$ cat src/common/isa_pkg.sv
`default_nettype none

package isa_pkg;

	localparam int INSTR_W     = 16;
	localparam int OPCODE_W    = 4;
	localparam int FUNC_W      = 6;
	localparam int REG_FIELD_W = 2;
	localparam int IMM_W       = 8;
	localparam int TARGET_W    = 12;

	// Low bit of each field within the instruction word
	localparam int OPCODE_LSB = 12;
	localparam int RS_LSB     = 10;
	localparam int RT_LSB     = 8;
	localparam int RD_LSB     = 6;
	localparam int FUNC_LSB   = 0;
	localparam int IMM_LSB    = 0;
	localparam int TARGET_LSB = 0;

	typedef logic [OPCODE_W-1:0] opcode_t;
	typedef logic [FUNC_W-1:0]   func_t;
	typedef logic [INSTR_W-1:0]  instr_t;

	localparam opcode_t OP_BNE   = 4'd0;
	localparam opcode_t OP_BEQ   = 4'd1;
	localparam opcode_t OP_BGZ   = 4'd2;
	localparam opcode_t OP_BLZ   = 4'd3;
	localparam opcode_t OP_ADI   = 4'd4;
	localparam opcode_t OP_ORI   = 4'd5;
	localparam opcode_t OP_LHI   = 4'd6;
	localparam opcode_t OP_LWD   = 4'd7;
	localparam opcode_t OP_SWD   = 4'd8;
	localparam opcode_t OP_JMP   = 4'd9;
	localparam opcode_t OP_JAL   = 4'd10;
	localparam opcode_t OP_RTYPE = 4'd15;

	localparam func_t FN_ADD = 6'd0;
	localparam func_t FN_SUB = 6'd1;
	localparam func_t FN_AND = 6'd2;
	localparam func_t FN_ORR = 6'd3;
	localparam func_t FN_NOT = 6'd4;
	localparam func_t FN_TCP = 6'd5;
	localparam func_t FN_SHL = 6'd6;
	localparam func_t FN_SHR = 6'd7;
	localparam func_t FN_JPR = 6'd25;
	localparam func_t FN_JRL = 6'd26;

	localparam logic [REG_FIELD_W-1:0] LINK_REG = 2'd2; // Return address for JAL and JRL

endpackage

`default_nettype wire

$ cat src/common/datapath_pkg.sv
`default_nettype none

package datapath_pkg;

	localparam int WORD_W   = 16;
	localparam int NUM_REGS = 4;

	typedef logic [WORD_W-1:0]           word_t;
	typedef logic [$clog2(NUM_REGS)-1:0] reg_idx_t;

	typedef struct packed {
		isa_pkg::opcode_t opcode;
		isa_pkg::func_t   func;
	} alu_ctrl_t;

	typedef struct packed {
		logic     en;
		reg_idx_t dst;
		word_t    data;
	} wb_t;

	typedef struct packed {
		word_t result;
		logic  overflow;
		logic  bcond;
	} exec_out_t;

endpackage

`default_nettype wire

$ cat src/alu/alu.sv
`timescale 1ns/1ps
`default_nettype none

module alu (
	input  datapath_pkg::alu_ctrl_t ctrl,
	input  datapath_pkg::word_t     a,
	input  datapath_pkg::word_t     b,
	input  logic                    pass_a,
	input  logic                    pass_b,
	output datapath_pkg::exec_out_t out
);

	datapath_pkg::word_t sum;
	datapath_pkg::word_t diff;
	datapath_pkg::word_t neg;
	logic                sum_ovf;
	logic                diff_ovf;
	datapath_pkg::word_t and_out;
	datapath_pkg::word_t or_out;
	datapath_pkg::word_t not_out;
	datapath_pkg::word_t shl_out;
	datapath_pkg::word_t shr_out;

	alu_arith arith_i (
		.a        (a),
		.b        (b),
		.sum      (sum),
		.diff     (diff),
		.neg      (neg),
		.sum_ovf  (sum_ovf),
		.diff_ovf (diff_ovf)
	);

	alu_logic logic_i (
		.a       (a),
		.b       (b),
		.and_out (and_out),
		.or_out  (or_out),
		.not_out (not_out),
		.shl_out (shl_out),
		.shr_out (shr_out)
	);

	always_comb begin
		out = '0;
		case (ctrl.opcode)
			isa_pkg::OP_RTYPE: begin
				case (ctrl.func)
					isa_pkg::FN_ADD: begin
						out.result   = sum;
						out.overflow = sum_ovf;
					end
					isa_pkg::FN_SUB: begin
						out.result   = diff;
						out.overflow = diff_ovf;
					end
					isa_pkg::FN_AND: out.result = and_out;
					isa_pkg::FN_ORR: out.result = or_out;
					isa_pkg::FN_NOT: out.result = not_out;
					isa_pkg::FN_TCP: out.result = neg;
					isa_pkg::FN_SHL: out.result = shl_out;
					isa_pkg::FN_SHR: out.result = shr_out;
					isa_pkg::FN_JPR, isa_pkg::FN_JRL: out.result = a;
					default: out = '0;
				endcase
			end
			isa_pkg::OP_BNE: out.bcond = (a != b);
			isa_pkg::OP_BEQ: out.bcond = (a == b);
			isa_pkg::OP_BGZ: out.bcond = ($signed(a) > 0); // Strictly positive
			isa_pkg::OP_BLZ: out.bcond = ($signed(a) < 0);
			isa_pkg::OP_JMP, isa_pkg::OP_LHI: out.result = b;
			isa_pkg::OP_JAL: out.result = pass_a ? a : (pass_b ? b : '0);
			isa_pkg::OP_ADI, isa_pkg::OP_LWD, isa_pkg::OP_SWD: begin
				out.result   = sum;
				out.overflow = sum_ovf;
			end
			isa_pkg::OP_ORI: out.result = or_out;
			default: out = '0;
		endcase
	end

endmodule

`default_nettype wire

$ cat src/alu/alu_arith.sv
`timescale 1ns/1ps
`default_nettype none

module alu_arith (
	input  datapath_pkg::word_t a,
	input  datapath_pkg::word_t b,
	output datapath_pkg::word_t sum,
	output datapath_pkg::word_t diff,
	output datapath_pkg::word_t neg,
	output logic                sum_ovf,
	output logic                diff_ovf
);

	localparam int MSB = datapath_pkg::WORD_W - 1;

	assign sum  = a + b;
	assign diff = a - b;
	assign neg  = ~a + datapath_pkg::word_t'(1);

	// Like signs in, other sign out
	assign sum_ovf = (a[MSB] == b[MSB]) && (sum[MSB] != a[MSB]);

	// Subtraction flips the sign test on b
	assign diff_ovf = (a[MSB] != b[MSB]) && (diff[MSB] != a[MSB]);

endmodule

`default_nettype wire

$ cat src/alu/alu_logic.sv
`timescale 1ns/1ps
`default_nettype none

module alu_logic (
	input  datapath_pkg::word_t a,
	input  datapath_pkg::word_t b,
	output datapath_pkg::word_t and_out,
	output datapath_pkg::word_t or_out,
	output datapath_pkg::word_t not_out,
	output datapath_pkg::word_t shl_out,
	output datapath_pkg::word_t shr_out
);

	localparam int MSB = datapath_pkg::WORD_W - 1;

	assign and_out = a & b;
	assign or_out  = a | b;
	assign not_out = ~a;
	assign shl_out = {a[MSB-1:0], 1'b0};
	assign shr_out = {a[MSB], a[MSB:1]}; // Sign bit copied down

endmodule

`default_nettype wire

$ cat src/hw/exec_core.sv
`timescale 1ns/1ps
`default_nettype none

module exec_core (
	input  logic                    clk,
	input  logic                    rst_n,
	input  logic                    instr_valid,
	input  isa_pkg::instr_t         instr,
	input  datapath_pkg::word_t     pc_next,
	output datapath_pkg::exec_out_t out,
	output logic                    result_valid,
	output datapath_pkg::wb_t       wb
);

	datapath_pkg::reg_idx_t    rs_idx;
	datapath_pkg::reg_idx_t    rt_idx;
	datapath_pkg::word_t       rs_data;
	datapath_pkg::word_t       rt_data;
	datapath_pkg::alu_ctrl_t   alu_ctrl;
	datapath_pkg::word_t       operand_a;
	datapath_pkg::word_t       operand_b;
	logic                      pass_a;
	logic                      pass_b;
	logic                      wr_en;
	datapath_pkg::reg_idx_t    wr_dst;
	datapath_pkg::exec_out_t   alu_out;
	datapath_pkg::wb_t         wr_now;

	instr_decode decode_i (
		.instr     (instr),
		.pc_next   (pc_next),
		.rs_data   (rs_data),
		.rt_data   (rt_data),
		.rs_idx    (rs_idx),
		.rt_idx    (rt_idx),
		.ctrl      (alu_ctrl),
		.operand_a (operand_a),
		.operand_b (operand_b),
		.pass_a    (pass_a),
		.pass_b    (pass_b),
		.wr_en     (wr_en),
		.wr_dst    (wr_dst)
	);

	assign wr_now = '{en: wr_en & instr_valid, dst: wr_dst, data: alu_out.result};

	reg_file regs_i (
		.clk     (clk),
		.rst_n   (rst_n),
		.rs_idx  (rs_idx),
		.rt_idx  (rt_idx),
		.rs_data (rs_data),
		.rt_data (rt_data),
		.wr      (wr_now)
	);

	alu alu_i (
		.ctrl   (alu_ctrl),
		.a      (operand_a),
		.b      (operand_b),
		.pass_a (pass_a),
		.pass_b (pass_b),
		.out    (alu_out)
	);

	always_ff @(posedge clk) begin
		if (!rst_n) begin
			out          <= '0;
			result_valid <= 1'b0;
			wb           <= '0;
		end else begin
			result_valid <= instr_valid;
			wb           <= wr_now; // Mirrors the register file write
			if (instr_valid) begin
				out <= alu_out;
			end
		end
	end

endmodule

`default_nettype wire

$ cat src/hw/instr_decode.sv
`timescale 1ns/1ps
`default_nettype none

module instr_decode (
	input  isa_pkg::instr_t          instr,
	input  datapath_pkg::word_t      pc_next,
	input  datapath_pkg::word_t      rs_data,
	input  datapath_pkg::word_t      rt_data,
	output datapath_pkg::reg_idx_t   rs_idx,
	output datapath_pkg::reg_idx_t   rt_idx,
	output datapath_pkg::alu_ctrl_t  ctrl,
	output datapath_pkg::word_t      operand_a,
	output datapath_pkg::word_t      operand_b,
	output logic                     pass_a,
	output logic                     pass_b,
	output logic                     wr_en,
	output datapath_pkg::reg_idx_t   wr_dst
);

	localparam int WORD_W = datapath_pkg::WORD_W;
	localparam int EXT_W  = WORD_W - isa_pkg::IMM_W;
	localparam int PC_HI_W = WORD_W - isa_pkg::TARGET_W;

	isa_pkg::opcode_t                 opcode;
	isa_pkg::func_t                   func;
	datapath_pkg::reg_idx_t           rd;
	logic [isa_pkg::IMM_W-1:0]        imm;
	logic [isa_pkg::TARGET_W-1:0]     target;
	datapath_pkg::word_t              imm_sext;
	datapath_pkg::word_t              imm_zext;
	datapath_pkg::word_t              imm_upper;
	datapath_pkg::word_t              jmp_addr;
	logic                             is_link;

	assign opcode = instr[isa_pkg::OPCODE_LSB +: isa_pkg::OPCODE_W];
	assign func   = instr[isa_pkg::FUNC_LSB +: isa_pkg::FUNC_W];
	assign rs_idx = instr[isa_pkg::RS_LSB +: isa_pkg::REG_FIELD_W];
	assign rt_idx = instr[isa_pkg::RT_LSB +: isa_pkg::REG_FIELD_W];
	assign rd     = instr[isa_pkg::RD_LSB +: isa_pkg::REG_FIELD_W];
	assign imm    = instr[isa_pkg::IMM_LSB +: isa_pkg::IMM_W];
	assign target = instr[isa_pkg::TARGET_LSB +: isa_pkg::TARGET_W];

	assign imm_sext  = {{EXT_W{imm[isa_pkg::IMM_W-1]}}, imm};
	assign imm_zext  = {{EXT_W{1'b0}}, imm};
	assign imm_upper = {imm, {EXT_W{1'b0}}};
	assign jmp_addr  = {pc_next[WORD_W-1 -: PC_HI_W], target}; // Stays in current region

	assign ctrl = '{opcode: opcode, func: func};

	assign is_link = (opcode == isa_pkg::OP_JAL) ||
		((opcode == isa_pkg::OP_RTYPE) && (func == isa_pkg::FN_JRL));

	assign operand_a = is_link ? pc_next : rs_data;
	assign pass_a    = (opcode == isa_pkg::OP_JAL);
	assign pass_b    = (opcode == isa_pkg::OP_JAL); // Fallback to target if pc path is off

	always_comb begin
		case (opcode)
			isa_pkg::OP_ADI, isa_pkg::OP_LWD, isa_pkg::OP_SWD: operand_b = imm_sext;
			isa_pkg::OP_ORI: operand_b = imm_zext;
			isa_pkg::OP_LHI: operand_b = imm_upper;
			isa_pkg::OP_JMP, isa_pkg::OP_JAL: operand_b = jmp_addr;
			default: operand_b = rt_data;
		endcase
	end

	always_comb begin
		wr_en  = 1'b0;
		wr_dst = rd;
		case (opcode)
			isa_pkg::OP_RTYPE: begin
				if (func <= isa_pkg::FN_SHR) begin
					wr_en = 1'b1;
				end else if (func == isa_pkg::FN_JRL) begin
					wr_en  = 1'b1;
					wr_dst = isa_pkg::LINK_REG;
				end
			end
			isa_pkg::OP_ADI, isa_pkg::OP_ORI, isa_pkg::OP_LHI: begin
				wr_en  = 1'b1;
				wr_dst = rt_idx;
			end
			isa_pkg::OP_JAL: begin
				wr_en  = 1'b1;
				wr_dst = isa_pkg::LINK_REG;
			end
			default: wr_en = 1'b0;
		endcase
	end

endmodule

`default_nettype wire

$ cat src/hw/reg_file.sv
`timescale 1ns/1ps
`default_nettype none

module reg_file (
	input  logic                   clk,
	input  logic                   rst_n,
	input  datapath_pkg::reg_idx_t rs_idx,
	input  datapath_pkg::reg_idx_t rt_idx,
	output datapath_pkg::word_t    rs_data,
	output datapath_pkg::word_t    rt_data,
	input  datapath_pkg::wb_t      wr
);

	datapath_pkg::word_t regs [datapath_pkg::NUM_REGS];

	always_ff @(posedge clk) begin
		if (!rst_n) begin
			for (int i = 0; i < datapath_pkg::NUM_REGS; i++) begin
				regs[i] <= '0;
			end
		end else if (wr.en) begin
			regs[wr.dst] <= wr.data;
		end
	end

	// Next instruction arrives after the write edge
	assign rs_data = regs[rs_idx];
	assign rt_data = regs[rt_idx];

endmodule

`default_nettype wire

$ cat config.mk
export PLATFORM = sky130hd
export DESIGN_NAME = exec_core
export DESIGN_NICKNAME = d
export VERILOG_FILES = /design/src/common/isa_pkg.sv /design/src/common/datapath_pkg.sv /design/src/alu/alu.sv /design/src/alu/alu_arith.sv /design/src/alu/alu_logic.sv /design/src/hw/exec_core.sv /design/src/hw/instr_decode.sv /design/src/hw/reg_file.sv
export SDC_FILE = /design/constraint.sdc
export NUM_CORES = 1
export LEC_CHECK = 0
export ABC_AREA = 1
export BUFFER_PORTS_ARGS = -buffer_cell sky130_fd_sc_hd__buf_2
export CAP_MARGIN = 10
export CORE_ASPECT_RATIO = 0.5
export CORE_MARGIN = 3
export CORE_UTILIZATION = 39
export DETAILED_ROUTE_END_ITERATION = 6
export GPL_TIMING_DRIVEN = 0
export PLACE_DENSITY = 0.55
export SLEW_MARGIN = 20
export SYNTH_ARGS = -nofsm -noshare
export SYNTH_HDL_FRONTEND = slang
export SYNTH_HIERARCHICAL = 1
export SYNTH_SLANG_ARGS = --single-unit
$ cat constraint.sdc
create_clock -name clk -period 6 [get_ports clk]
set_input_delay 1.8 -clock clk [delete_from_list [all_inputs] [get_ports clk]]
set_output_delay 1.8 -clock clk [all_outputs]
set_load 0.01 [all_outputs]
# [Word-level counts from Yosys, hierarchy flattened]
# Memory sizes are Yosys's and may differ from the RTL's.
# Cells that the tools add are included.
[op_classes] n_reduce_logical=13 n_addsub=3 magnitude_cmp=3 mux=20 n_eq_ne=26 n_bitwise=4
[op_table] cell="$pmux W16 S9" n=1
[op_table] cell="$pmux W16 S5" n=1
[op_table] cell="$pmux W16 S4" n=1
[op_table] cell="$mux W16" n=2
[op_table] cell="$eq A6 B3 Y1 const B" n=4
[op_table] cell="$add A16 B1 Y16 const B" n=1
[op_table] cell="$add A16 B16 Y16" n=1
[op_table] cell="$and A16 B16 Y16" n=1
[op_table] cell="$eq A16 B16 Y1" n=1
[op_table] cell="$eq A4 B3 Y1 const B" n=4
[op_table] cell="$eq A4 B4 Y1 const B" n=4
[op_table] cell="$gt A16 B1 Y1 const B" n=1
[op_table] cell="$lt A16 B1 Y1 const B" n=1
[op_table] cell="$ne A16 B16 Y1" n=1
[op_table] cell="$not A16 Y16" n=1
[op_table] cell="$or A16 B16 Y16" n=1
[op_table] cell="$reduce_or A16 Y1" n=1
[op_table] cell="$sub A16 B16 Y16" n=1
[op_table] cell="$eq A6 B2 Y1 const B" n=2
[op_table] cell="$eq A6 B5 Y1 const B" n=2
[op_table] cell="$eq A4 B2 Y1 const B" n=2
[op_table] cell="$mux W1" n=7
[op_table] cell="$eq A6 B1 Y1 const B" n=1
[op_table] cell="$le A6 B3 Y1 const B" n=1
[op_table] cell="other kinds (15)" n=26
[totals] ramBits=64 out_inout_bits=38 reg_bits=38 n_memories=1
[memory_table] memory="regs_i.regs" depth=4 word_bits=16 read_ports=2 rd_ports_with_merged_regs=0 write_ports=4 line="reg_file.sv:14" rtl="datapath_pkg::word_t regs [datapath_pkg::NUM_REGS];"

# [Longest topological paths before layout]
[logic_depth] ltp_word=10 mapped_depth=31 ltp_nobuf=29

# [Hierarchy]
# Netlist, hierarchy kept.
[by_module_without_submodules] module="reg_file" area_each_um2=3679.8 cells_per_inst=473 instances=1
[by_module_without_submodules] module="alu" area_each_um2=2867.8 cells_per_inst=649 instances=1
[by_module_without_submodules] module="alu_arith" area_each_um2=2222.1 cells_per_inst=401 instances=1
[by_module_without_submodules] module="exec_core" area_each_um2=1318.8 cells_per_inst=178 instances=1
[by_module_without_submodules] module="instr_decode" area_each_um2=859.6 cells_per_inst=168 instances=1
[by_module_without_submodules] module="alu_logic" area_each_um2=549.3 cells_per_inst=113 instances=1

# [Worst setup path after synthesis]
# Ideal clock, no wire load.
[synth_path] kind="input to register" from="in instr[12]" to="mem regs_i/regs[2][14] (netlist bit), data pin" setup_ps=268 t_arrival_ps=4632 stages=26 slack_ps=1100 path_cell_list="inv_1 nand2_1 nor2_2 inv_2 nand2_2 nand2_1 nand2_1 inv_1 ha_1 fa_1 inv_1 nand3_1 nand2_1 nand2_1 nand2_1 nand3_1 nand3_1 nand2_1 nand4_1 nand2_1 nor2_1 nand3_1 nand2_1 nand2_1 inv_1 nor3_1"
[synth_rtl] element="from (decl)" line="exec_core.sv:8" rtl="input isa_pkg::instr_t instr,"
[synth_rtl] element="to (decl)" line="reg_file.sv:14"

==> metrics.txt <==
CTS tree built; CTS Sinks 102; die area 31700 um^2; RSZ-0062 raised after global routing false; via count 12491; Yosys warning count 6; Synth top area share 0.2116; largest net degree at the start of global routing 19; Setup CP Type input port to register; Tcrit/Tclk final 0.9716; vias per cell 5.074; post-layout util 0.4532; MaxCap Viol Count 0; routing usage on met2 0.4116; Die W 248.8 um; Min-Delay Path Class register to register; Max VDD drop 0.1342 mV; met3 usage 0.05940; Worst setup SP type input port; final hold vios 0; max frequency 171.5 MHz; port buffer count 71; FFs w/ async S/R, synth 0; CTS hold repair buffers 0; Longest Clk Path Bufs 2; Max FO, Critical Path 15; status finished, final reports clean; Ports 73; Tmin final 5.830 ns; largest cells by area after synthesis nand2_1, edfxtp_1, inv_1; Clock transition at path regs 0.08 ns; Avg Cell Area, Syn 5.801 um^2; Pleak 0.007129 uW; number of synthesized flops with an enable pin 64; worst path arrival time 5.94 ns; vias in the first global route 11162; Skew-Pair Late Insertion Delay 0.38 ns; Detailed Route WL 45190 um; Cell Pwr Density 208.0 nW/um^2; row count 43; gpl congestion 0.9621; Tightest Pin Transition 0.8357 ns; cell area after synthesis 11500 um^2; Total GRT Usage 0.2805; post-synth cell types 40; Die Y-Extent 127.4 um; met1 Usage GRT 0.4193; sequential fraction of the synthesis area 0.2333; Setup violations, final 0; clock root buffer clkbuf_16; initial antenna violation count 5; Antenna Violating Nets Remaining 0; Setup TNS Final 0 ns; share of layout cells above drive strength 1 0.1415; Worst Path Required 6.11 ns; dominant cell type by area after synthesis nand2_1; predominant post-synthesis flop cell edfxtp_1; drt pass-1 iters 5; Final Slew Violations 0; Max Clock Skew 0.01459 ns; kind of end point of the critical path register; drt drc 0; nets@finish 2141; DP HPWL 36220 um; Iter 0 DRT Violations 1269; total clock buffers created by CTS 9; Yosys reg bits 102; global route overflow 0; Core ar. 28350 um^2; first-pass GRT wire length 68220 um; Initial Util 0.4055; # H-tree levels 3; WL/cell 18.36 um; Slew Limit Headroom 0.4415; Post-Synthesis Net Count 2050; busiest grt layer met1; Syn-to-layout area delta 11.78%; cell count after synthesis 1982
==> worst max-delay path, cell delays in order <==
cell	delay, ns
buf_2	0.13
inv_1	0.05
nand2_1	0.12
nor2_4	0.35
inv_2	0.16
nand2_2	0.18
buf_6	0.16
nand2_1	0.12
nand2_2	0.36
ha_1	0.40
nand2_1	0.18
inv_1	0.08
a21oi_1	0.23
nor2_1	0.07
nor2_1	0.14
nand2_1	0.07
nand2_1	0.05
nand2_1	0.08
nand4_1	0.13
nand2_1	0.09
nor2_1	0.22
nand3_1	0.10
nand2_1	0.07
nand2_1	0.21
inv_1	0.27
nor3_1	0.09
==> cell usage after synthesis, types with 3 or more instances <==
master and n:
nor2_1 204, edfxtp_1 64, buf_4 59, buf_2 34, nor2_4 7, nand3_2 10
nand3b_1 3, xnor2_1 4, nand3_1 200, nor2_2 24, o21ai_1 3, o21ai_0 68
clkbuf_1 21, nand2_2 7, nor3_1 25, inv_2 9, nand4_1 84, and2_1 4
xor2_1 29, ha_1 31, dfxtp_1 38, inv_1 340, buf_6 10, a21oi_1 24
nand2_1 648, buf_1 7, nand2_4 4, o21bai_1 4
==> final timing paths <==
kind / end / slack (ns) / from / cells after the start
max: regs_i/regs[2][13] / 0.17 / instr[12] / 26
min reg2reg: out[10] / 0.47 / out[10] / 2
min: out[10] / 0.47 / out[10] / 2
max reg2reg: regs_i/regs[2][15] / 1.99 / regs_i/regs[1][6] / 23
==> state kept, by name, indices dropped and copies added, names as in the netlist <==
signal,flops
wb,19
regs_i/regs,64
result_valid,1
out,18
==> layout by cell type (no fill, tap or decap), types with 24 or more instances in the layout <==
cell type and instances:
a21oi_1 24, dfxtp_1 38, xor2_1 28, o21ai_0 67, ha_1 31, nand2_1 630, nor3_1 25, inv_1 340
buf_4 63, buf_2 105, nand3_1 200, nor2_1 204, edfxtp_1 64, nand4_1 84
==> per-stage QoR <==
step | hold slack [ns] | cell area (um^2) | setup WS (ns) | power [uW] | cells
final | 0.4702 | 12850 | 0.1705 | 2673 | 2462
after global routing | 0.5050 | 12850 | 0.01617 | 2837 | 2461
after CTS | 0.4730 | 12670 | 0.007382 | 2629 | 2452
after detailed placement | 0.4630 | 12350 | -0.5084 | 1984 | 2436
after global placement | 0.4602 | 12330 | -0.5477 | 1982 | 2435
after floorplan | 0.4924 | 11500 | 1.100 | 1599 | 1982
==> report_power, final <==
group / internal, uW / switching (uW) / total [uW]
Combinational: 366 / 874 / 1240
Clock: 342 / 295 / 638
Sequential: 782 / 12.4 / 794
==> cells by family after synthesis <==
logic type                 count (synthesis)  share of synthesized area
AOI/OAI and AO/OA                        106                    0.04832
xor gates and xnor gates                  33                    0.02514
adders and majority gates                 33                    0.03722
buffers and inverters                    481                     0.1866
DFF                                      102                     0.2333
other                                      1                  0.0003262
and+or+nand+nor                         1226                     0.4690
==> layout make-up <==
class,count,area [um^2]
Antenna cell,2,5.005
Fill cell,3071,15500
Timing Repair Buffer,80,476.7
Tap cell,382,478.0
Sequential cell,102,2683
Multi-Input combinational cell,1399,6740
Clock inverter,6,76.32
Inverter,349,1310
Clock buffer,10,239.0
Buffer,132,843.3
==> per-layer routing <==
metal | vias to the layer above | routed length, um | part of all wire
met1 | 5698 | 22180 | 0.49
met5 | - | 41 | 0.00091
met4 | 6 | 790 | 0.017
li1 | 6282 | - | -
met2 | 452 | 18390 | 0.41
met3 | 53 | 3786 | 0.084
==> repair_timing <==
item                       CTS  global route
pin swaps                    0             1
setup endpoints to repair   11            42
resized for setup            4            28
cloned                       0             0
setup buffers                0             8
Power figures use the tool's default switching activity.
